--- src/design/cache_pkg.sv ---
// Shared definitions for the L1 data cache
// Geometry, bus tags, access kinds and the cache line views
package cache_pkg;

  parameter int ADDR_W = 32;
  parameter int OFFSET_W = 6;    // 64 byte lines
  parameter int INDEX_W = 5;     // 32 sets
  parameter int TAG_W = 21;
  parameter int BEATS = 8;       // 64-bit beats per line
  parameter int DEFAULT_WAYS = 4;

  typedef logic [63:0] mem_word_t;

  // Tag carried on both bus directions
  typedef enum logic [1:0] {
    MEM_NONE = 2'd0,
    MEM_READ = 2'd1,
    MEM_WRITE = 2'd2
  } bus_tag_t;

  // Loads, the U forms zero-extend
  typedef enum logic [2:0] {
    LD,
    LW,
    LH,
    LB,
    LWU,
    LHU,
    LBU
  } load_kind_t;

  typedef enum logic [1:0] {
    SD,
    SW,
    SH,
    SB
  } store_kind_t;

  // One line seen at four access sizes, element 0 at byte offset 0
  typedef union packed {
    logic [BEATS-1:0][63:0] dwords;
    logic [15:0][31:0] words;
    logic [31:0][15:0] halves;
    logic [63:0][7:0] bytes;
  } cache_line_t;

endpackage

--- src/design/line_buffer.sv ---
// Line buffer between the bus and the array
// Collects fill beats and shifts a victim line out beat by beat
`timescale 1ns/1ps

module line_buffer (
  input  logic clk,
  input  logic capture,
  input  logic load,
  input  logic shift,
  input  cache_pkg::mem_word_t resp_beat,
  input  cache_pkg::cache_line_t victim_line,
  output cache_pkg::cache_line_t line,
  output cache_pkg::mem_word_t out_beat
);
  import cache_pkg::*;

  cache_line_t buf_q;

  always_ff @(posedge clk) begin
    if (load)
      buf_q <= victim_line;
    else if (capture)
      buf_q <= {resp_beat, buf_q.dwords[BEATS-1:1]}; // New beat enters at the top
    else if (shift)
      buf_q <= {64'h0, buf_q.dwords[BEATS-1:1]};
  end

  assign line = buf_q;
  assign out_beat = buf_q.dwords[0]; // Next beat to send

endmodule

--- config.mk ---
export PLATFORM = sky130hd
export DESIGN_NAME = line_buffer
export DESIGN_NICKNAME = d
export VERILOG_FILES = /design/src/design/cache_pkg.sv /design/src/design/line_buffer.sv
export SDC_FILE = /design/constraint.sdc
export NUM_CORES = 1
export LEC_CHECK = 0
export BUFFER_PORTS_ARGS = -buffer_cell sky130_fd_sc_hd__clkbuf_2
export CAP_MARGIN = 30
export CORE_AREA = 2 2 446 448
export DETAILED_ROUTE_END_ITERATION = 10
export DIE_AREA = 0 0 448 450
export SLEW_MARGIN = 20
export SYNTH_ARGS = -nofsm -noshare
export SYNTH_HDL_FRONTEND = slang
export SYNTH_SLANG_ARGS = --single-unit
--- constraint.sdc ---
create_clock -name clk -period 33.9 [get_ports clk]
set_clock_uncertainty 0.05 [all_clocks]
set_input_delay 8.475 -clock clk [delete_from_list [all_inputs] [get_ports clk]]
set_output_delay 8.475 -clock clk [all_outputs]
set_load 0.02 [all_outputs]
# [Word-level counts from Yosys, hierarchy flattened]
# Cells that the tools add are included.
[totals] regBits=512 out_inout_bits=576 in_bits=580
[classes] n_reduce_logical=1 mux=3
[op_table] cell="two-way mux 512 bit" count=3
[op_table] cell="nonzero test 3 bit" count=1

# [Logic depth before layout (Yosys ltp)]
[depth] word_depth=3 depth_mapped=5 depth_no_buf=2

# [Worst setup path before layout]
# OpenSTA, ideal clock, no wires.
[synth_timing] path_kind="input port to flip-flop" startpoint="input port load" endpoint="register buf_q (netlist bit line[0]), enable pin" path_buffers=2 path_stages=3 setup_ps=914 arrival_time_ps=19685 slack_ps=13252 cell_sequence="buf_6 > buf_4 > or3_1"
[synth_between] elab_chain_len=1
[synth_rtl] item="from (decl)" line="line_buffer.sv:8" rtl="input logic load,"
[synth_rtl] item="nonzero test 3 bit (no line)"
[synth_rtl] item="to (signal assigned)" line="line_buffer.sv:21" rtl="buf_q <= victim_line;"
[synth_rtl] item="to (signal assigned)" line="line_buffer.sv:23" rtl="buf_q <= {resp_beat, buf_q.dwords[BEATS-1:1]};"
[synth_rtl] item="to (signal assigned)" line="line_buffer.sv:25" rtl="buf_q <= {64'h0, buf_q.dwords[BEATS-1:1]};"
[synth_rtl] item="to (decl)" line="line_buffer.sv:17" rtl="cache_line_t buf_q;"
# Every way passes these cells.
# A chain may end at the register's enable or synchronous reset.

# [Worst setup path in the final report]
[layout_timing] startpoint="input port load" endpoint="register buf_q (netlist bit line[31]) (data pin)"
[layout_between] elab_chain_len=1
[layout_rtl] item="two-way mux 512 bit" line="line_buffer.sv:20" rtl="if (load)"
# Every way passes these cells.

==> results.md <==
- Overflow left after global routing: 0
- Leak: 0.0151 uW
- Netlist cell types: 14
- Min-Delay Path Class: reg -> reg
- First-pass GRT wire length: 202 mm
- Root buf cell: clkbuf_16
- Worst slack, placed: approximately 21000 ps
- Starting Density: 12.2%
- HPWL Detailed: approximately 150 mm
- Final Total Pwr: 2020 uW
- Area enclosed by the die boundary: 202000 sq um
- Yosys warns: 0
- Cells on Worst Hold Path: 1
- # clock sinks: 512
- Source-to-sink clock delay at the later pin of the worst-skew pair: 680 ps
- Ratio of final minimum period to clock period: 36.5%
- Share of total power in the clock network: 36.6%
- Power per Cell Area: 59.3 nW/um^2
- Switching part of the total power: 32.3%
- Worst slew margin relative to its limit: 15.4%
- Routed wire length: 169 mm
- Sw Pwr: 653 uW
- Max Freq: ~81 MHz
- Top-level I/O count: 1156
- RSZ-0062 raised after global routing: false
- Beginning of the worst register-to-register path: line[162]$_DFFE_PP_
- Number of DRC markers in iteration 0: 2075
- DR WL/cell: 33.6 microns
- Vias in the first global route: approximately 16000
- Post-CTS setup buffer count: 0
- Final setup slack of the worst path: 21520 ps
- Worst reg-to-reg path cell count: 1
- Number of failing setup endpoints in the final timing report: 0
- Number of failing hold endpoints at the final stage: 0
- Leading cell type in the layout, fill and taps excluded: clkbuf_2
- Post-CTS Resized: 0
- Vias per std cell: 3.41
- Aggregate global-route resource usage: 16.0%
- Portion of synthesized cell area occupied by the leading cell type: 64.1%
- Total count of max-transition violations in the final report: 0
- Combinational group share of total power: 20.5%
- Bufs on Longest Clock Path: 3
- MaxCap Viol Count: 0
- Drt first pass iters: 5
- H-Tree Level Count: 3
- Area of the mapped netlist: 24000 sq um
- Avg Inst Size Synth: around 21 sq um
- Maximum number of pins on one net before global-route repair: 162
- Reg2reg setup slack: about 33000 ps
- Portion of total power attributed to sequential cells: 42.9%
- Flip-flop count of the largest register, all copies and words added: 512
- Top library cells by usage in the layout, fill and taps aside: clkbuf_2, edfxtp_1, mux2_4
- Arrival time at the worst endpoint: 12740 ps
- Sequential share of the synthesized area: around 64%
- DRC Markers: 0
- Count of hold buffers inserted by post-cts repair: 0
- Dominant cell type by area after synthesis: edfxtp_1
- Result of the run: finished, final reports clean
- Net count of the finished layout: 2847
- Clock tree from TritonCTS: yes
- Time the final worst path needs with I/O delays and setup: 12380 ps
- Horizontal die dimension: 448 microns
- Final Wtd Congestion: between 1 and 1.5
- Leading cell types by total area after synthesis: edfxtp_1, mux2_4, buf_12
- Biggest fanout along the worst timing path: 79
- Type of the setup path with the least slack: in -> reg
- Data required time at the worst endpoint: 34260 ps
- Antenna violations before repair: 204
- Inserted Clock Buffers: 68
- CP Launch Type: input port
- Worst Hold End: line[179]$_DFFE_PP_
- Row cnt: 163
- Buffers added on ports: 1155
- Internal power: 1370 uW
- Syn-to-layout area delta: 42.5%
- Post-Route Setup TNS: 0 ps
- Actual slew at the worst max-slew pin: 1270 ps
- Hold wc startpoint: line[243]$_DFFE_PP_
- Layout cell share with drive strength beyond 1: 74.3%
- Post-CTS clock slew at the launch and capture registers of the worst setup and hold paths: about 70 ps
- Capturing point of the worst reg2reg path: line[98]$_DFFE_PP_
- Post-synthesis sequential element count: 512
- Routed vias: between 15000 and 20000
- Synthesized instance count: 1156
- Largest vdd supply drop: 0.0000341 V
- Y dimension of the die: ~450 microns
- Crit end category: flip-flop
- Synthesized netlist net count: between 1500 and 2000
- Post-route ant nets: 0
- Placeable core region: 197000 sq um
## worst max-delay path by stage
stage | startpoint | end | slack (ps) | cells after the start
detailed placement | load | line[31]$_DFFE_PP_ | 20860 | 6
CTS | load | line[31]$_DFFE_PP_ | 21600 | 6
global placement | load | line[33]$_DFFE_PP_ | 20910 | 6
floorplan | load | line[0]$_DFFE_PP_ | 13250 | 3
finish | load | line[31]$_DFFE_PP_ | 21520 | 6
global route | load | line[25]$_DFFE_PP_ | 21380 | 6
## stage by stage
step	utilization [%]	hold slack (ps)	std cells	instance area (sq um)
floorplan	-	667	1156	24000
global route	17.3	509	4994	34000
CTS	17.3	484	4961	34000
detailed placement	16.1	516	4837	31700
finish	17.4	494	5040	34100
global placement	16.1	509	4837	31700
## metal layers
metal / vias up / GRT usage [%] / share of wire [%]
met5: - / 0.842 / 1.1
met4: 150 / 4.35 / 2.6
met3: 359 / 8.92 / 14
li1: 6848 / - / -
met1: 8632 / 19.1 / 38
met2: 1215 / 24.5 / 45
## logic make-up (layout without fill, tap and decap cells)
logic type | count (synthesis) | count (layout) | share of synthesized area, %
and+or+nand+nor | 4 | 4 | 0.0836
buffers and inverters | 128 | 1293 | 6.22
DFF | 512 | 512 | 64.1
AOI/OAI and AO/OA | 64 | 64 | 2.32
muxes | 448 | 448 | 27.2
other | 0 | 79 | 0
## synth_stat cells
master,count
buf_12,43
mux2_2,53
a22o_1,63
buf_4,75
buf_6,1
nand2_1,2
buf_8,1
nor2b_1,1
mux2_4,395
clkbuf_2,1
o21ai_0,1
buf_2,7
or3_1,1
edfxtp_1,512
## area by class of cell
| type | count | area (sq um) |
|---|---|---|
| Multi-Input combinational cell | 516 | 7120 |
| Sequential cell | 512 | 15400 |
| Antenna cell | 79 | 198 |
| Tap cell | 2640 | 3300 |
| Clock inverter | 44 | 477 |
| Fill cell | 21600 | 162000 |
| Clock buffer | 80 | 1750 |
| Timing Repair Buffer | 1169 | 5930 |
## critical path, cell delays in order
cell    delay, ps
buf_8         560
buf_4         750
buf_4         660
buf_4         780
buf_4         840
mux2_2        430
## power by group through the flow
stage | logic, uW | clock network [uW] | registers (uW)
final | 415 | 740 | 869
after global routing | 430 | 783 | 874
after CTS | 425 | 764 | 867
after detailed placement | 425 | 0 | 880
after global placement | 423 | 0 | 878
after floorplan | 149 | 0 | 938
No activity file was read; power rests on OpenSTA's default activity.
