[config.mk]
export PLATFORM = sky130hd
export DESIGN_NAME = beat_counter
export DESIGN_NICKNAME = d
export VERILOG_FILES = /design/src/design/cache_pkg.sv /design/src/design/beat_counter.sv
export SDC_FILE = /design/constraint.sdc
export NUM_CORES = 1
export LEC_CHECK = 0
export BUFFER_PORTS_ARGS = -buffer_cell sky130_fd_sc_hd__buf_2
export CAP_MARGIN = 10
export CORE_AREA = 3 3 40 42
export CTS_CLUSTER_DIAMETER = 40
export DETAILED_ROUTE_END_ITERATION = 6
export DIE_AREA = 0 0 43 45
export PLACE_DENSITY = 0.38
export SYNTH_ARGS = -nofsm -noshare
export SYNTH_HDL_FRONTEND = slang
export SYNTH_SLANG_ARGS = --single-unit
[constraint.sdc]
create_clock -name clk -period 1.6 [get_ports clk]
set_input_delay 0.16 -clock clk [delete_from_list [all_inputs] [get_ports clk]]
set_output_delay 0.16 -clock clk [all_outputs]
set_load 0.1 [all_outputs]
[src/design/cache_pkg.sv]
// Shared definitions for the L1 data cache
// Geometry, bus tags, access kinds and the cache line views
package cache_pkg;

  parameter int ADDR_W = 32;
  parameter int OFFSET_W = 6;    // 64 byte lines
  parameter int INDEX_W = 5;     // 32 sets
  parameter int TAG_W = 21;
  parameter int BEATS = 8;       // 64-bit beats per line
  parameter int DEFAULT_WAYS = 4;

  typedef logic [63:0] mem_word_t;

  // Tag carried on both bus directions
  typedef enum logic [1:0] {
    MEM_NONE = 2'd0,
    MEM_READ = 2'd1,
    MEM_WRITE = 2'd2
  } bus_tag_t;

  // Loads, the U forms zero-extend
  typedef enum logic [2:0] {
    LD,
    LW,
    LH,
    LB,
    LWU,
    LHU,
    LBU
  } load_kind_t;

  typedef enum logic [1:0] {
    SD,
    SW,
    SH,
    SB
  } store_kind_t;

  // One line seen at four access sizes, element 0 at byte offset 0
  typedef union packed {
    logic [BEATS-1:0][63:0] dwords;
    logic [15:0][31:0] words;
    logic [31:0][15:0] halves;
    logic [63:0][7:0] bytes;
  } cache_line_t;

endpackage

[src/design/beat_counter.sv]
// Beat counter for line transfers on the memory bus
`timescale 1ns/1ps

module beat_counter (
  input  logic clk,
  input  logic reset,
  input  logic clear,
  input  logic en,
  output logic last
);
  import cache_pkg::*;

  logic [$clog2(BEATS)-1:0] count;

  always_ff @(posedge clk) begin
    if (!reset)
      count <= '0;
    else if (clear)
      count <= '0;
    else if (en)
      count <= count + 1'b1;
  end

  assign last = en && (count == BEATS - 1); // Eighth beat in progress

endmodule

== Yosys cells after proc, flatten, opt, wreduce, memory -nomap -nowiden ==
Index checks and enable logic that the tools add are counted.
Operators by class
  equality and inequality tests: 1
  add/subtract/negate cells: 1
  bitwise gates (word level): 1
  reductions and logical operators: 2
Operators by type and width (number)
  3-bit by 1-bit adder with 3-bit output, second input constant: 1
  3-bit == test, second input constant: 1
  2-bit OR reduction: 1
  1-bit logical AND: 1
  1-bit NOT: 1
Storage, ports and cells
  input bits: 4
  flip-flop bits (word level): 3
  word-level logic and storage cells: 6
  output and inout bits: 1

== Logic depth before layout (Yosys ltp) ==
Gate-level depths: netlist (run 1).
  depth in word-level cells: 2
  depth in mapped cells: 4
  depth with buffers taken out: 4

== Worst setup path before layout (run 1) ==
OpenSTA, ideal clock, no wires.
  path type: flip-flop to output port
  start: reg count[0]
  end: out last
  stages on the path, launching flop included: 4
  data required time: 1440 ps
  arrival time: 1048 ps
  slack: 392 ps
  buffers on the path: 0
  cell sequence: dfxtp_1 ha_1 ha_1 and2_2
On the way
  longest elaborated chain between the ends: 2
RTL lines
  from (decl): line beat_counter.sv:13  | logic [$clog2(BEATS)-1:0] count;
  from (signal assigned): line beat_counter.sv:21  | count <= count + 1'b1;
  3-bit == test: line beat_counter.sv:24  | assign last = en && (count == BEATS - 1);
  1-bit logical AND: line beat_counter.sv:24
  to (decl): line beat_counter.sv:9  | output logic last
No other way between the ends.

== Worst setup path after layout (run 1) ==
Ends and elaborated chain as after synthesis.

==> metrics.md, run 1 <==
| Metric | Value |
|---|---|
| Status | `completed` |
| # setup viols final | `0` |
| First-pass GRT wire length | `roughly 370 um` |
| EDFF count, synth | `0` |
| Worst Tran Pin Value | `0.143 ns` |
| Grt ovf | `0` |
| LEAKAGE | `roughly 0.00010 uW` |
| Final Cycle Share | `89.6%` |
| I/O Buffers | `4` |
| RSZ-0062 raised after global routing | `no` |
| Die width | `approximately 43 um` |
| Max Slew Vio Count | `0` |
| Clk_skew | `0.00380 ns` |
| I/O Pins | `5` |
| CTS tree | `built` |
| Worst vdd ir | `0.253 mV` |
| Chip Height | `45 um` |
| TritonCTS Buffers | `3` |
| Hold Path Sink | `count[2]` |
| Setup Crit Path Kind | `reg2out` |
| Most flops, register | `count` |
| Reg2reg start | `count[0]` |
| Cells after Synth | `13` |
| Clock transition at the registers of the reported paths | `~0.040 ns` |
| Residual DRC | `0` |
| Async SR Flop Fraction | `0%` |
| Post-synthesis cell type count | `7` |
| F_max | `698 MHz` |
| Pre-antenna DRT Iters | `1` |
| Req. time, crit path | `between 1 and 1.5 ns` |
| H-tree depth | `1` |
| Hold Startpoint | `reset` |
| Leading area contributor after synthesis | `dfxtp_1` |
| Min-Delay Path Class | `in2reg` |
| Critical path capture point type | `primary output` |
| Placed cell count | `32` |
| 1st-iter DRT viols | `0` |
| P&R area growth vs syn | `57.7%` |
| Final ANT Viol Nets | `0` |
| Post-CTS sizing | `0` |
| Crit start category | `flop` |
| WL/cell | `6.28 um` |
| Antenna diodes | `0` |
| Via count | `107` |
| Arrival @ worst endpoint | `approximately 1.3 ns` |
| Fill count | `146` |
| Setup TNS | `0 ns` |
| CTS max path bufs | `2` |
| Initial Utilization | `10.8%` |
| Synth warnings | `0` |
| Max cap viols | `0` |
| Top_reg_cell synth | `dfxtp_1` |
| Biggest regs | `count x3` |
| Clock Sinks | `3` |
| # Post-CTS Setup Buffers | `0` |
| Worst Path Max Fanout | `2` |
| Skew-Pair Late Insertion Delay | `0.23 ns` |
| Syn Std Cell Area | `139 um2` |
| Yosys top cell area share | `43.2%` |
| Worst slew margin | `90.2%` |
| Routability Congestion | `roughly 0.50` |
| Syn nets | `19` |
| Post-Layout Cell Count | `36` |
| Pwr per Cell Area | `1020 nW/um2` |
| Final hold vios | `0` |
| WL final | `226 um` |
| Core region area | `1280 um2` |
| Hold Crit Depth | `3` |
| Max FFs per register | `3` |
| Period minus WS final | `1.43 ns` |
| Synth top area cells | `dfxtp_1 (43%), ha_1 (18%), mux2i_1 (14%)` |
| Layout cells sized above 1 | `approximately two fifths` |
| Hold buffers post-CTS | `0` |
| # rows | `13` |
| Initial antenna violation count | `0` |
| R2R Setup Slk | `0.54 ns` |
| R2r worst-path depth | `4` |
| Root Buffer | `clkbuf_4` |
| Yosys reg bits | `3` |
| Avg Inst Size Synth | `10.7 um2` |
| Post-synth top cells | `dfxtp_1 (3), nor2_1 (3), ha_1 (2), mux2i_1 (2)` |
| Tot GR Track Use | `3.08%` |
| Vias in the first global route | `approximately 100` |
| Number of vias per cell | `approximately 3.0` |
| Pin count of the biggest net entering global routing | `5` |
| Die Area | `roughly 1900 um2` |
| Sequential area share after synthesis | `43.2%` |
| FF-to-FF End | `count[2]` |
| Final Net Count | `28` |
## area by class of cell
class	instances	area (um2)	share of cell area, %
timing repair buffer	4	35.0	16.0
multi-input combinational	10	78.8	36.0
sequential	3	60.1	27.4
clock buffer	4	26.3	12.0
tap	15	18.8	8.57
## worst max-delay path, stage by stage (launching register included)
cell and delay, ns:
dfxtp_1 0.31, ha_1 0.20, ha_1 0.17, and2_2 0.20
buf_12 0.16
## logic make-up (layout without fill, tap and decap cells)
kind of cell | count (synthesis) | in the layout | share of synthesized area, %
AND/OR/NAND/NOR | 5 | 5 | 18.0
flip-flops | 3 | 3 | 43.2
adder cells (fa/ha/maj) | 2 | 2 | 18.0
multiplexers | 2 | 2 | 14.4
XOR/XNOR | 1 | 1 | 6.31
buffers and inverters | 0 | 8 | 0
## per-layer routing
layer	wire (um)	global-route usage (%)
met1	105	2.88
met2	83	2.69
met3	37	2.79
met4	0	5.42
met5	0	0
## layout by cell type, fill, tap and decap left out, drive strengths merged
cell type,n
xnor2,1
and2,1
dfxtp,3
nand2b,1
ha,2
mux2i,2
nor2,3
buf,4
clkbuf,4
## per-stage QoR
stage	hold WS [ns]	area [um2]	setup slack [ns]	total power [uW]	util [%]
global route	0.241	219	0.109	235	17.0
CTS	0.209	219	0.150	231	17.0
global placement	0.442	193	0.420	91.1	15.0
detailed placement	0.455	193	0.405	91.7	15.0
floorplan	0.307	139	0.392	85.8	-
finish	0.209	219	0.166	223	17.0
## power by group
group	switching [uW]	internal, uW
sequential	1.08	77.0
combinational	5.33	7.01
clock	39.4	93.5
total	45.8	178
## worst max path at each step
stage / slack (ns) / depth (start not counted) / to / start
final: 0.17 / 4 / last / count[0]
after global routing: 0.11 / 4 / last / count[0]
after CTS: 0.15 / 4 / last / count[0]
after detailed placement: 0.40 / 4 / last / count[0]
after global placement: 0.42 / 4 / last / count[0]
after floorplan: 0.39 / 3 / last / count[0]
No activity file was read; power rests on OpenSTA's default activity.
==> inputs of run 2 (changes only) <==
--- a/config.mk
+++ b/config.mk
@@ -12,6 +12,7 @@
 export DETAILED_ROUTE_END_ITERATION = 6
 export DIE_AREA = 0 0 43 45
 export PLACE_DENSITY = 0.38
+export SLEW_MARGIN = 0
 export SYNTH_ARGS = -nofsm -noshare
 export SYNTH_HDL_FRONTEND = slang
 export SYNTH_SLANG_ARGS = --single-unit
==> constraint.sdc (replaced) <==
create_clock -name clk -period 1.6 [get_ports clk]
set_input_delay 0 -clock clk [delete_from_list [all_inputs] [get_ports clk]]
set_output_delay 0 -clock clk [all_outputs]
set_load 0.1 [all_outputs]
==> run 2 against run 1 <==
  * Register-to-register slack about the same
  * Setup slack improved by 0.047 ns
  * Critical endpoint unchanged
  * Combinational power increased by 4%
  * Wire length increased by 14%
  * Non-clock buffer count unchanged
  * Sequential cell count unchanged
  * Die area unchanged
==> metrics.md, run 2 (synthesized netlist as in run 1, its figures left out) <==
| Metric | Value |
|---|---|
| Period minus WS final | `1.39 ns (-0.0474 ns)` |
| Clk_skew | `0.00275 ns (-0.00105 ns)` |
| 1st-iter DRT viols | `0 (unchanged)` |
| Worst slack, placed | `0.451 ns (+0.0464 ns)` |
| Worst Path Max Fanout | `2 (unchanged)` |
| R2r worst-path depth | `4 (unchanged)` |
| Core region area | `1280 um2 (unchanged)` |
| CTS max path bufs | `2 (unchanged)` |
| Placed cell count | `32 (unchanged)` |
| Metal3 WL | `48 um (+30%)` |
| I/O Pins | `5 (unchanged)` |
| Most common cell after layout, fill and taps aside | `buf_2` |
| Vias in the first global route | `129 (+24%)` |
| Die Area | `1940 um2 (unchanged)` |
| DRT met1 WL | `98 um (-6.7%)` |
| Via count | `108 (+0.93%)` |
| LEAKAGE | `0.000101 uW (-2.4%)` |
| Final Cycle Share | `86.6% (-3.0 points)` |
| Antenna diodes | `0 (unchanged)` |
| Root Buffer | `clkbuf_4` |
| Max Slew Vio Count | `0 (unchanged)` |
| Final worst slack | `0.214 ns (+0.0474 ns)` |
| RSZ-0062 raised after global routing | `no` |
| I/O Buffers | `4 (unchanged)` |
| Residual DRC | `0 (unchanged)` |
| F_max | `721 MHz (+3.4%)` |
| Min-Delay Path Class | `in2reg` |
| Layout cells sized above 1 | `38.1% (unchanged)` |
| WL/cell | `7.17 um (+14%)` |
| Setup Crit Path Kind | `reg2out` |
| Biggest regs | `count x3` |
| Crit start category | `flop` |
| Number of vias per cell | `3.00 (+0.93%)` |
| Total power | `226 uW (+0.99%)` |
| Worst slew margin | `67.8% (-22 points)` |
| Clock Sinks | `3 (unchanged)` |
| Chip Height | `45 um (unchanged)` |
| Final ANT Viol Nets | `0 (unchanged)` |
| Pwr per Cell Area | `1110 nW/um2 (+8.4%)` |
| Finished Cell Area | `204 um2 (-6.9%)` |
| Hold buffers post-CTS | `0 (unchanged)` |
| Req. time, crit path | `1.60 ns (+0.16 ns)` |
| # setup viols final | `0 (unchanged)` |
| P&R area growth vs syn | `46.8%` |
| Post-CTS sizing | `0 (unchanged)` |
| WL final | `258 um (+14%)` |
| Max cap viols | `0 (unchanged)` |
| Placed inst area | `178 um2 (-7.8%)` |
| Worst Tran Pin Value | `0.486 ns (+0.343 ns)` |
| Initial Utilization | `10.8% (unchanged)` |
| Max FFs per register | `3 (unchanged)` |
| Grt ovf | `0 (unchanged)` |
| Worst vdd ir | `0.291 mV (+15%)` |
| Die width | `43 um (unchanged)` |
| First-pass GRT wire length | `448 um (+23%)` |
| Status | `completed` |
| Critical path capture point type | `primary output` |
| Skew-Pair Late Insertion Delay | `0.24 ns (about the same)` |
| Final hold vios | `0 (unchanged)` |
| Pin count of the biggest net entering global routing | `5 (unchanged)` |
| R2R Setup Slk | `0.54 ns (about the same)` |
| Clock transition at the registers of the reported paths | `0.04 ns (about the same)` |
| # Post-CTS Setup Buffers | `0 (unchanged)` |
| Routability Congestion | `0.508 (+0.99%)` |
| Hold Startpoint | `reset` |
| Uppermost layer routed | `met4` |
| Final Net Count | `28 (unchanged)` |
| H-tree depth | `1 (unchanged)` |
| # rows | `13 (unchanged)` |
| Setup TNS | `0 ns (unchanged)` |
| Hold Crit Depth | `3 (unchanged)` |
| FF-to-FF End | `count[2]` |
| Most frequent cells in the layout | `buf_2 (4), nor2_1 (3), clkbuf_4 (3), dfxtp_1 (3)` |
| Most flops, register | `count` |
| Reg2reg start | `count[0]` |
| Post-Layout Cell Count | `36 (unchanged)` |
| Metal2 WL | `95 um (+14%)` |
| TritonCTS Buffers | `3 (unchanged)` |
| Pre-antenna DRT Iters | `1 (unchanged)` |
| Arrival @ worst endpoint | `1.39 ns (+0.12 ns)` |
| CTS tree | `built` |
| Initial antenna violation count | `0 (unchanged)` |
| Hold Path Sink | `count[1]` |
| Tot GR Track Use | `3.91% (+0.83 points)` |
==> run 2: changes by cell type in the layout (fill, tap and decap cells not counted) <==
cell | previous run | this run
buf_2 | 3 | 4
buf_12 | 1 | 0
==> run 2: area by class of cell <==
class                   instances  area, um2
clock buffers                   4       26.3
fillers                       143       1080
multi-input cells              10       78.8
flip-flops and latches          3       60.1
well taps                      15       18.8
repair buffers                  4       20.0
==> run 2: power by group <==
part           switching [uW]  total, uW  internal, uW
clock network            41.0        135          93.6
logic                    5.69       12.8          7.13
registers                1.13       78.2          77.0
total                    47.8        226           178
==> run 2: metrics by stage <==
stage	util, %	hold WS (ns)
finish	15.9	0.0558
global route	15.9	0.0917
CTS	15.9	0.0548
detailed placement	13.8	0.295
global placement	13.8	0.283
floorplan	-	0.147
==> run 2: worst max-delay path by stage <==
stage / startpoint / to / slack (ns) / cells past startpoint
2_1_floorplan: count[0] / last / 0.55 / 3
3_3_place_gp: count[0] / last / 0.46 / 4
3_5_place_dp: count[0] / last / 0.45 / 4
4_1_cts: count[0] / last / 0.20 / 4
5_1_grt: count[0] / last / 0.15 / 4
6_report: count[0] / last / 0.21 / 4
==> run 2: critical path, cell delays in order, from the launching register on <==
cell     delay [ns]
dfxtp_1        0.34
ha_1           0.16
ha_1           0.12
and2_2         0.12
buf_2          0.41
==> run 2: routing by layer <==
metal / up-vias / global-route usage (%)
met1: 40 / 2.88
li1: 58 / -
met5: - / 0
met3: 2 / 3.98
met2: 8 / 4.79
met4: 0 / 5.42
