### config.mk
export PLATFORM = sky130hd
export DESIGN_NAME = load_extract
export DESIGN_NICKNAME = d
export VERILOG_FILES = /design/src/design/cache_pkg.sv /design/src/design/load_extract.sv
export SDC_FILE = /design/constraint.sdc
export NUM_CORES = 1
export LEC_CHECK = 0
export BUFFER_PORTS_ARGS = -buffer_cell sky130_fd_sc_hd__buf_2
export CORE_AREA = 2 2 230 232
export DETAILED_ROUTE_END_ITERATION = 6
export DIE_AREA = 0 0 232 234
export SETUP_SLACK_MARGIN = 0.02
export SYNTH_ARGS = -nofsm -noshare
export SYNTH_HDL_FRONTEND = slang
export SYNTH_SLANG_ARGS = --single-unit
export TNS_END_PERCENT = 100
### constraint.sdc
create_clock -name vclk -period 3.87
set_input_delay 0 -clock vclk [all_inputs]
set_output_delay 0 -clock vclk [all_outputs]
set_load 0.05 [all_outputs]
### src/design/cache_pkg.sv
// Shared definitions for the L1 data cache
// Geometry, bus tags, access kinds and the cache line views
package cache_pkg;

  parameter int ADDR_W = 32;
  parameter int OFFSET_W = 6;    // 64 byte lines
  parameter int INDEX_W = 5;     // 32 sets
  parameter int TAG_W = 21;
  parameter int BEATS = 8;       // 64-bit beats per line
  parameter int DEFAULT_WAYS = 4;

  typedef logic [63:0] mem_word_t;

  // Tag carried on both bus directions
  typedef enum logic [1:0] {
    MEM_NONE = 2'd0,
    MEM_READ = 2'd1,
    MEM_WRITE = 2'd2
  } bus_tag_t;

  // Loads, the U forms zero-extend
  typedef enum logic [2:0] {
    LD,
    LW,
    LH,
    LB,
    LWU,
    LHU,
    LBU
  } load_kind_t;

  typedef enum logic [1:0] {
    SD,
    SW,
    SH,
    SB
  } store_kind_t;

  // One line seen at four access sizes, element 0 at byte offset 0
  typedef union packed {
    logic [BEATS-1:0][63:0] dwords;
    logic [15:0][31:0] words;
    logic [31:0][15:0] halves;
    logic [63:0][7:0] bytes;
  } cache_line_t;

endpackage

### src/design/load_extract.sv
// Load data path
// Picks the addressed item from a line and extends it to 64 bits
`timescale 1ns/1ps

module load_extract (
  input  cache_pkg::cache_line_t line,
  input  logic [cache_pkg::OFFSET_W-1:0] offset,
  input  cache_pkg::load_kind_t kind,
  output cache_pkg::mem_word_t value
);
  import cache_pkg::*;

  logic [63:0] dword_sel;
  logic [31:0] word_sel;
  logic [15:0] half_sel;
  logic [7:0] byte_sel;

  assign dword_sel = line.dwords[offset[OFFSET_W-1:3]];
  assign word_sel = line.words[offset[OFFSET_W-1:2]];
  assign half_sel = line.halves[offset[OFFSET_W-1:1]];
  assign byte_sel = line.bytes[offset];

  always_comb begin
    case (kind)
      LW: value = {{32{word_sel[31]}}, word_sel};
      LH: value = {{48{half_sel[15]}}, half_sel};
      LB: value = {{56{byte_sel[7]}}, byte_sel};
      LWU: value = {32'h0, word_sel};
      LHU: value = {48'h0, half_sel};
      LBU: value = {56'h0, byte_sel};
      default: value = dword_sel; // LD
    endcase
  end

endmodule

**Yosys cells after proc, flatten, opt, wreduce, memory -nomap -nowiden**

Cells that the tools add are included.

- Output and inout port bits: 64
- Input bits: 521
- Flip-flop bits (word level): 0
- Word-level logic and storage cells: 19

- Muxes and demuxes: 9
- Equality and inequality tests: 6
- Magnitude comparators: 4

Operator list:

| kind | count |
|---|---|
| $pmux W64 S6 | 1 |
| $bmux W64 S3 | 1 |
| $bmux W32 S4 | 1 |
| $bmux W16 S5 | 1 |
| $mux W64 | 1 |
| $bmux W8 S6 | 1 |
| $mux W32 | 1 |
| $mux W16 | 1 |
| $eq A3 B3 Y1 const B | 3 |
| $mux W8 | 1 |
| $lt A6 B7 Y1 const B | 1 |
| $eq A3 B2 Y1 const B | 2 |
| $lt A5 B6 Y1 const B | 1 |
| $lt A4 B5 Y1 const B | 1 |
| $lt A3 B4 Y1 const B | 1 |
| $eq A3 B1 Y1 const B | 1 |

**Depth between registers and ports, before layout**

Gate-level depths: netlist of run 1.

- Depth in word-level cells: 3
- Mapped depth: 13
- Mapped depth without buffers: 6

**Worst setup path before layout of run 1**

OpenSTA, ideal clock, no wires.

- Path type: in2out
- Start point: input port offset[2] in the netlist's numbering
- End point: output port value[2]
- Data arrival time: 2.752 ns
- Slack: 1.118 ns
- Stages: 11
- Path buffers: 5
- Data required time: 3.870 ns
- Cell sequence: buf_4 -> buf_4 -> buf_6 -> buf_4 -> buf_2 -> nand2_1 -> o221ai_1 -> o22ai_1 -> a2111oi_0 -> o31ai_1 -> a32oi_1

- Longest elaborated chain between the ends: 3
- Elaborated cells on any way between the ends: 7
- Those cells by class: mux: 7

RTL lines:

| what | RTL line | RTL |
|---|---|---|
| from (decl) | load_extract.sv:7 | `input logic [cache_pkg::OFFSET_W-1:0] offset,` |
| $bmux W8 S6, or another cell as far along | load_extract.sv:21 | `assign byte_sel = line.bytes[offset];` |
| $mux W8 (implied by the code), or another cell as far along | load_extract.sv:21 |  |
| $pmux W64 S6 (*) | load_extract.sv:24 | `case (kind)` |
| to (decl) | load_extract.sv:9 | `output cache_pkg::mem_word_t value` |

Every way passes the cells marked *; elsewhere a longest branch is shown, timed or not. The select of a mux whose other input is x is not followed.

**Final worst setup path of run 1**

- Start point: input port offset[1] in the netlist's numbering
- End point: output port value[1]

- Longest elaborated chain between the ends: 3
- Elaborated cells on any way between the ends: 5
- Those cells by class: mux: 5

RTL lines:

| what | RTL line |
|---|---|
| $bmux W8 S6 or $bmux W16 S5 (tied branches) | load_extract.sv:21, load_extract.sv:20 |
| $mux W8 (implied by the code) or $mux W16 (tied branches) | load_extract.sv:21, load_extract.sv:20 |
| $pmux W64 S6 (*) | load_extract.sv:24 |

Marks and branches as above.

==> results by group, run 1 <==
Timing
  – Hold Worst Slack: around 680 ps
  – Max-slew violations: 0
  – Endpoints failing setup: 0
  – Final Hold Fails: 0
  – F_max: approximately 0.32 GHz
  – Max-slew headroom: between 10 and 15%
  – Tmin final: approximately 3000 ps
  – Final worst slack: a little under 800 ps
  – Slew @ Worst Pin: about 1300 ps
  – RSZ-0062 raised after global routing: false
  – Crit share post-route: about four fifths
  – Setup TNS: 0 ps

Route
  – WL final: about 75000 um
  – Routed Antenna Nets: 0
  – Avg Vias per Cell: about 6.9
  – WL/cell: 32.2 um
  – Drt pass-1 iters: 6
  – DRC Markers: 0
  – DRT iter0 DRCs: approximately 2300
  – Vias: 16100

Global route
  – GRT overflow: 0
  – Vias in the first global route: about 16000
  – Largest net degree at the start of global routing: roughly 120
  – Global-route wire length before repair: roughly 110000 um
  – Initial antenna violation count: 5
  – Total GRT Usage: 26.4%

Layout
  – # clk buffers: 0
  – FF+latch area: 0 um^2
  – Layout cells sized above 1: between 60% and 70%
  – Area Growth Syn to Fin: 22.5%
  – Sequential cell count: 0
  – Final #Nets: between 2000 and 2500

Run status
  – Outcome: finished clean

Synth
  – Syn nets: between 1500 and 2000
  – Area leader, netlist: mux4_2
  – Sequential share of the synthesized area: 0%
  – Largest cells by area after synthesis: mux4_2 66%, mux2i_1 11%, nand2_1 2.2%
  – Post-synth design cell area: approximately 15000 um^2
  – Most frequent cell after synthesis: mux4_2
  – Ys Warns: 0
  – Synth top area share: approximately two thirds
  – Netlist cell types: 56
  – Commonest cells post-synth: 444 x mux4_2, 160 x mux2i_1, 90 x nand2_1, 59 x buf_2, 51 x clkbuf_1
  – Mean post-synth cell area: ~13 um^2
  – Cell count after synthesis: between 1000 and 1500

Place
  – Count of buffers from port buffering: just under 600
  – Worst slack, placed: approximately 800 ps
  – Post-DP HPWL: approximately 58000 um
  – Gpl congestion: around 1

Critical path
  – Critical path class: input port to output port
  – Startpoint types: input port
  – Crit path from: offset[1]
  – Required @ worst endpoint: between 3000 and 4000 ps
  – CP max stage delay: around 660 ps
  – Crit-path slowest cell: buf_4
  – Crit path cell chain: buf_8 -> buf_4 -> buf_4 -> mux4_2 -> mux2i_1 -> a32oi_1 -> o211ai_1 -> a32o_1 -> o221ai_1 -> buf_2
  – Worst setup EP type: output port
  – CP most frequent cell: buf_4
  – Crit-path leading delay family: buffers and inverters
  – CP arrival: a little over 3000 ps
  – Worst Path Buf+Inv: 4
  – Worst Path Max Fanout: 46

Clocking
  – # resized after CTS: 0
  – Post-CTS setup buffer count: 0
  – Post-CTS Hold Fix Bufs: 0

Hold path
  – Hold depth: 3
  – HP Class: input port to output port
  – Hold_sp: kind[2]
  – WHS Endpoint: value[12]

Floorplan
  – Die H: roughly 230 um
  – Core outline area: 52000 um^2
  – Top Ports: just under 600
  – Cell row count: 84
  – Die W: between 200 and 250 um
  – DIE AREA: around 54000 um^2
  – Initial Util: between 20% and 30%

Run
  – Max-cap violations: 0

Pwr
  – PD cells: 163 nW/um^2
  – Max rail drop VDD: around 0.00013 V
  – Leak: about 7.3 nW
-- kinds of logic (layout without fill, tap and decap cells) --
| kind of cell | count (synthesis) | in the layout | synth area share [%] |
|---|---|---|---|
| AO/OA/AOI/OAI | 218 | 218 | 10.3 |
| XOR/XNOR | 1 | 1 | 0.0576 |
| buffers and inverters | 171 | 639 | 6.27 |
| multiplexers | 620 | 620 | 78.4 |
| other | 0 | 2 | 0 |
| AND/OR/NAND/NOR | 162 | 162 | 4.90 |
-- power by group --
part           internal, mW  leakage, nW  switching [mW]
Combinational          1.34         7.29            1.69
Clock          0.0000000691    0.0000127               0
Sequential                0            0               0
-- cells in the final DEF, fill, tap and decap left out, types with 4 or more instances in the layout --
master	instances
nor2b_1	8
a21oi_1	29
o22ai_1	12
a22oi_2	7
a31oi_1	17
buf_12	9
buf_2	578
mux4_1	10
buf_4	43
nand2b_1	4
and3_1	9
o211ai_1	8
nand3_1	13
or3_1	4
mux2i_1	160
nand2_1	89
mux4_2	444
a32oi_1	15
a22oi_1	21
a221oi_1	15
mux2_2	6
a32o_1	4
o221ai_1	21
a211oi_1	11
o21ai_0	39
nor2_1	14
-- layer usage --
metal	global-route usage (%)	wire, um	up-vias
li1	-	-	6320
met1	35.7	28100	8171
met2	43.8	36100	1471
met3	5.18	8650	183
met4	5.95	2090	4
met5	0	33	-
-- stage by stage --
stage,total power [mW],util (%),instance area (um^2),instances
after global placement,2.96,35.8,18600,2328
after global routing,3.17,35.8,18600,2330
after CTS,3.00,35.8,18600,2328
after detailed placement,2.99,35.8,18600,2328
final,3.03,35.8,18600,2330
after floorplan,1.98,-,15200,1172
-- worst max-delay path by stage --
stage          slack [ps]  cells after the start       end
3_3_place_gp          850                     10  value[1]
5_1_grt               560                     10  value[1]
3_5_place_dp          780                     10  value[1]
4_1_cts               770                     10  value[1]
2_1_floorplan        1120                     11  value[2]
6_report              780                     10  value[1]
-- layout make-up --
type | instances | area [um^2]
Fill cell | 5115 | 33400
Multi-Input combinational cell | 1001 | 14300
Timing Repair Buffer | 633 | 3440
Tap cell | 688 | 861
Inverter | 6 | 27.5
Antenna cell | 2 | 5.00
-- worst min-delay path: stages --
cell and delay [ps]:
buf_2 260, o221ai_1 170, buf_2 230
Note: power is estimated with default switching activity, not from simulation.
==> inputs of run 2 (changes only) <==
--- a/config.mk
+++ b/config.mk
@@ -6,9 +6,9 @@
 export NUM_CORES = 1
 export LEC_CHECK = 0
 export BUFFER_PORTS_ARGS = -buffer_cell sky130_fd_sc_hd__buf_2
-export CORE_AREA = 2 2 230 232
+export CORE_AREA = 2 2 225 227
 export DETAILED_ROUTE_END_ITERATION = 6
-export DIE_AREA = 0 0 232 234
+export DIE_AREA = 0 0 227 229
 export SETUP_SLACK_MARGIN = 0.02
 export SYNTH_ARGS = -nofsm -noshare
 export SYNTH_HDL_FRONTEND = slang
==> constraint.sdc (replaced) <==
create_clock -name vclk -period 3.1
set_input_delay 0 -clock vclk [all_inputs]
set_output_delay 0 -clock vclk [all_outputs]
set_load 0.05 [all_outputs]
==> results by group, run 2 (synthesis gave the netlist of run 1 again) <==
Timing
  – Final Hold Fails: 0
  – F_max: about 0.35 GHz
  – RSZ-0062 raised after global routing: false
  – Max-slew violations: 0
  – Slew @ Worst Pin: ~920 ps
  – Final worst slack: ~230 ps
  – Endpoints failing setup: 0
  – Setup TNS: 0 ps
  – Crit share post-route: between 90 and 100%
  – Max-slew headroom: about two fifths
  – Tmin final: roughly 2900 ps

Floorplan
  – Initial Util: a little under a third
  – Die W: around 230 um
  – Core outline area: 49700 um^2
  – Cell row count: between 80 and 90
  – Die H: between 200 and 250 um
  – Top Ports: around 590
  – DIE AREA: ~52000 um^2

Critical path
  – CP arrival: between 2000 and 3000 ps
  – CP max stage delay: between 700 and 800 ps
  – Crit path cell chain: buf_4 -> nor2b_1 -> a22o_1 -> a211oi_1 -> o21ai_0 -> nand4_1 -> buf_4 -> a31oi_1 -> buf_2
  – Startpoint types: input port
  – Required @ worst endpoint: a little over 3000 ps
  – Worst Path Max Fanout: 23
  – Crit-path leading delay family: compound AO/OA/AOI/OAI gates
  – Critical path class: input port to output port
  – Worst Path Buf+Inv: 3
  – Worst setup EP type: output port
  – CP most frequent cell: buf_4
  – Critical path depth in cells: 9
  – Crit-path slowest cell: o21ai_0

Clocking
  – Post-CTS Hold Fix Bufs: 0
  – # resized after CTS: 0
  – Post-CTS setup buffer count: 0

Run status
  – Outcome: finished clean

Route
  – Routed Antenna Nets: 0
  – Drt pass-1 iters: 7
  – DRC Markers: 0
  – Met1 wire length: roughly 27000 um
  – Routed wl met2: between 30000 and 40000 um
  – Avg Vias per Cell: ~7.1
  – Max layer used: met5
  – Vias: between 15000 and 20000
  – WL final: 74400 um
  – Met3 WL: roughly 9300 um
  – DRT iter0 DRCs: approximately 2200
  – WL/cell: 31.9 um

Run
  – Max-cap violations: 0

Layout
  – Sequential cell count: 0
  – # clk buffers: 0
  – Layout cells sized above 1: between 60% and 70%
  – Non-filler cells, final: approximately 2300
  – Most frequent cells in the layout: 579 x buf_2, 444 x mux4_2, 160 x mux2i_1
  – Fillers: between 4000 and 5000
  – Fin area: about 19000 um^2
  – Fin util: between 30% and 40%
  – Area Growth Syn to Fin: 23.9%
  – FF+latch area: 0 um^2
  – Final #Nets: 2178
  – Most common cell after layout, fill and taps aside: buf_2
  – Area of the multi-input gates: between 10000 and 15000 um^2

Global route
  – Total GRT Usage: 27.7%
  – GRT overflow: 0
  – Largest net degree at the start of global routing: 99
  – Vias in the first global route: about 17000
  – Global-route wire length before repair: 110000 um
  – Initial antenna violation count: 5

Pwr
  – Leak: roughly 7.4 nW
  – Pint: around 1.7 mW
  – PD cells: between 200 and 250 nW/um^2
  – Max rail drop VDD: between 0.0001 and 0.00015 V
  – Comb pwr share: between 90% and 100%
  – Sequential power share: 0%
  – Clock share of power: 0%
  – Psw: 2.12 mW
  – Switching power share of the total: roughly 55%

Place
  – Placed insts: approximately 2300
  – Worst slack, placed: 209 ps
  – Gpl congestion: approximately 0.96
  – Placed cell areas: about 19000 um^2
  – Count of buffers from port buffering: approximately 590
  – Post-DP HPWL: around 58000 um

Hold path
  – HP Class: input port to output port
  – Hold depth: 4
## run 2: changes by cell type in the layout (fill, tap and decap cells not counted), sizes merged
| cell | before | now |
|---|---|---|
| buf | 633 | 648 |
| diode | 2 | 3 |
## run 2: through the flow
stage | hold WS [ps] | total power, mW
final | 612 | 3.82
after global routing | 633 | 3.99
after CTS | 615 | 3.77
after detailed placement | 616 | 3.75
after global placement | 582 | 3.72
after floorplan | 524 | 2.48
## run 2: path summary, 6_finish.rpt
kind,start,to,slack [ps]
max,offset[0],value[9],230
min,kind[2],value[31],610
## run 2: power groups by stage
stage | Clock [mW] | Combinational [mW] | Sequential, mW
CTS | 0 | 3.77 | 0
finish | 0.000000130 | 3.82 | 0
detailed placement | 0 | 3.75 | 0
global route | 0.0000000863 | 3.99 | 0
floorplan | 0 | 2.48 | 0
global placement | 0 | 3.72 | 0
## run 2: per-layer routing
metal,GRT usage [%],up-vias
met4,9.05,2
met5,0,-
met1,36.2,8425
met2,45.1,1515
met3,6.61,232
li1,-,6353
## run 2: layout make-up
class / count / share of cell area (%)
Timing Repair Buffer: 648 / 19.5
Multi-Input combinational cell: 1001 / 75.9
Inverter: 6 / 0.146
Tap cell: 672 / 4.46
Antenna cell: 3 / 0.0398
## run 2: tightest hold or removal path, cell delays in order
cell and delay, ps:
buf_2 180, nand2_1 90, o211ai_1 100, buf_2 240
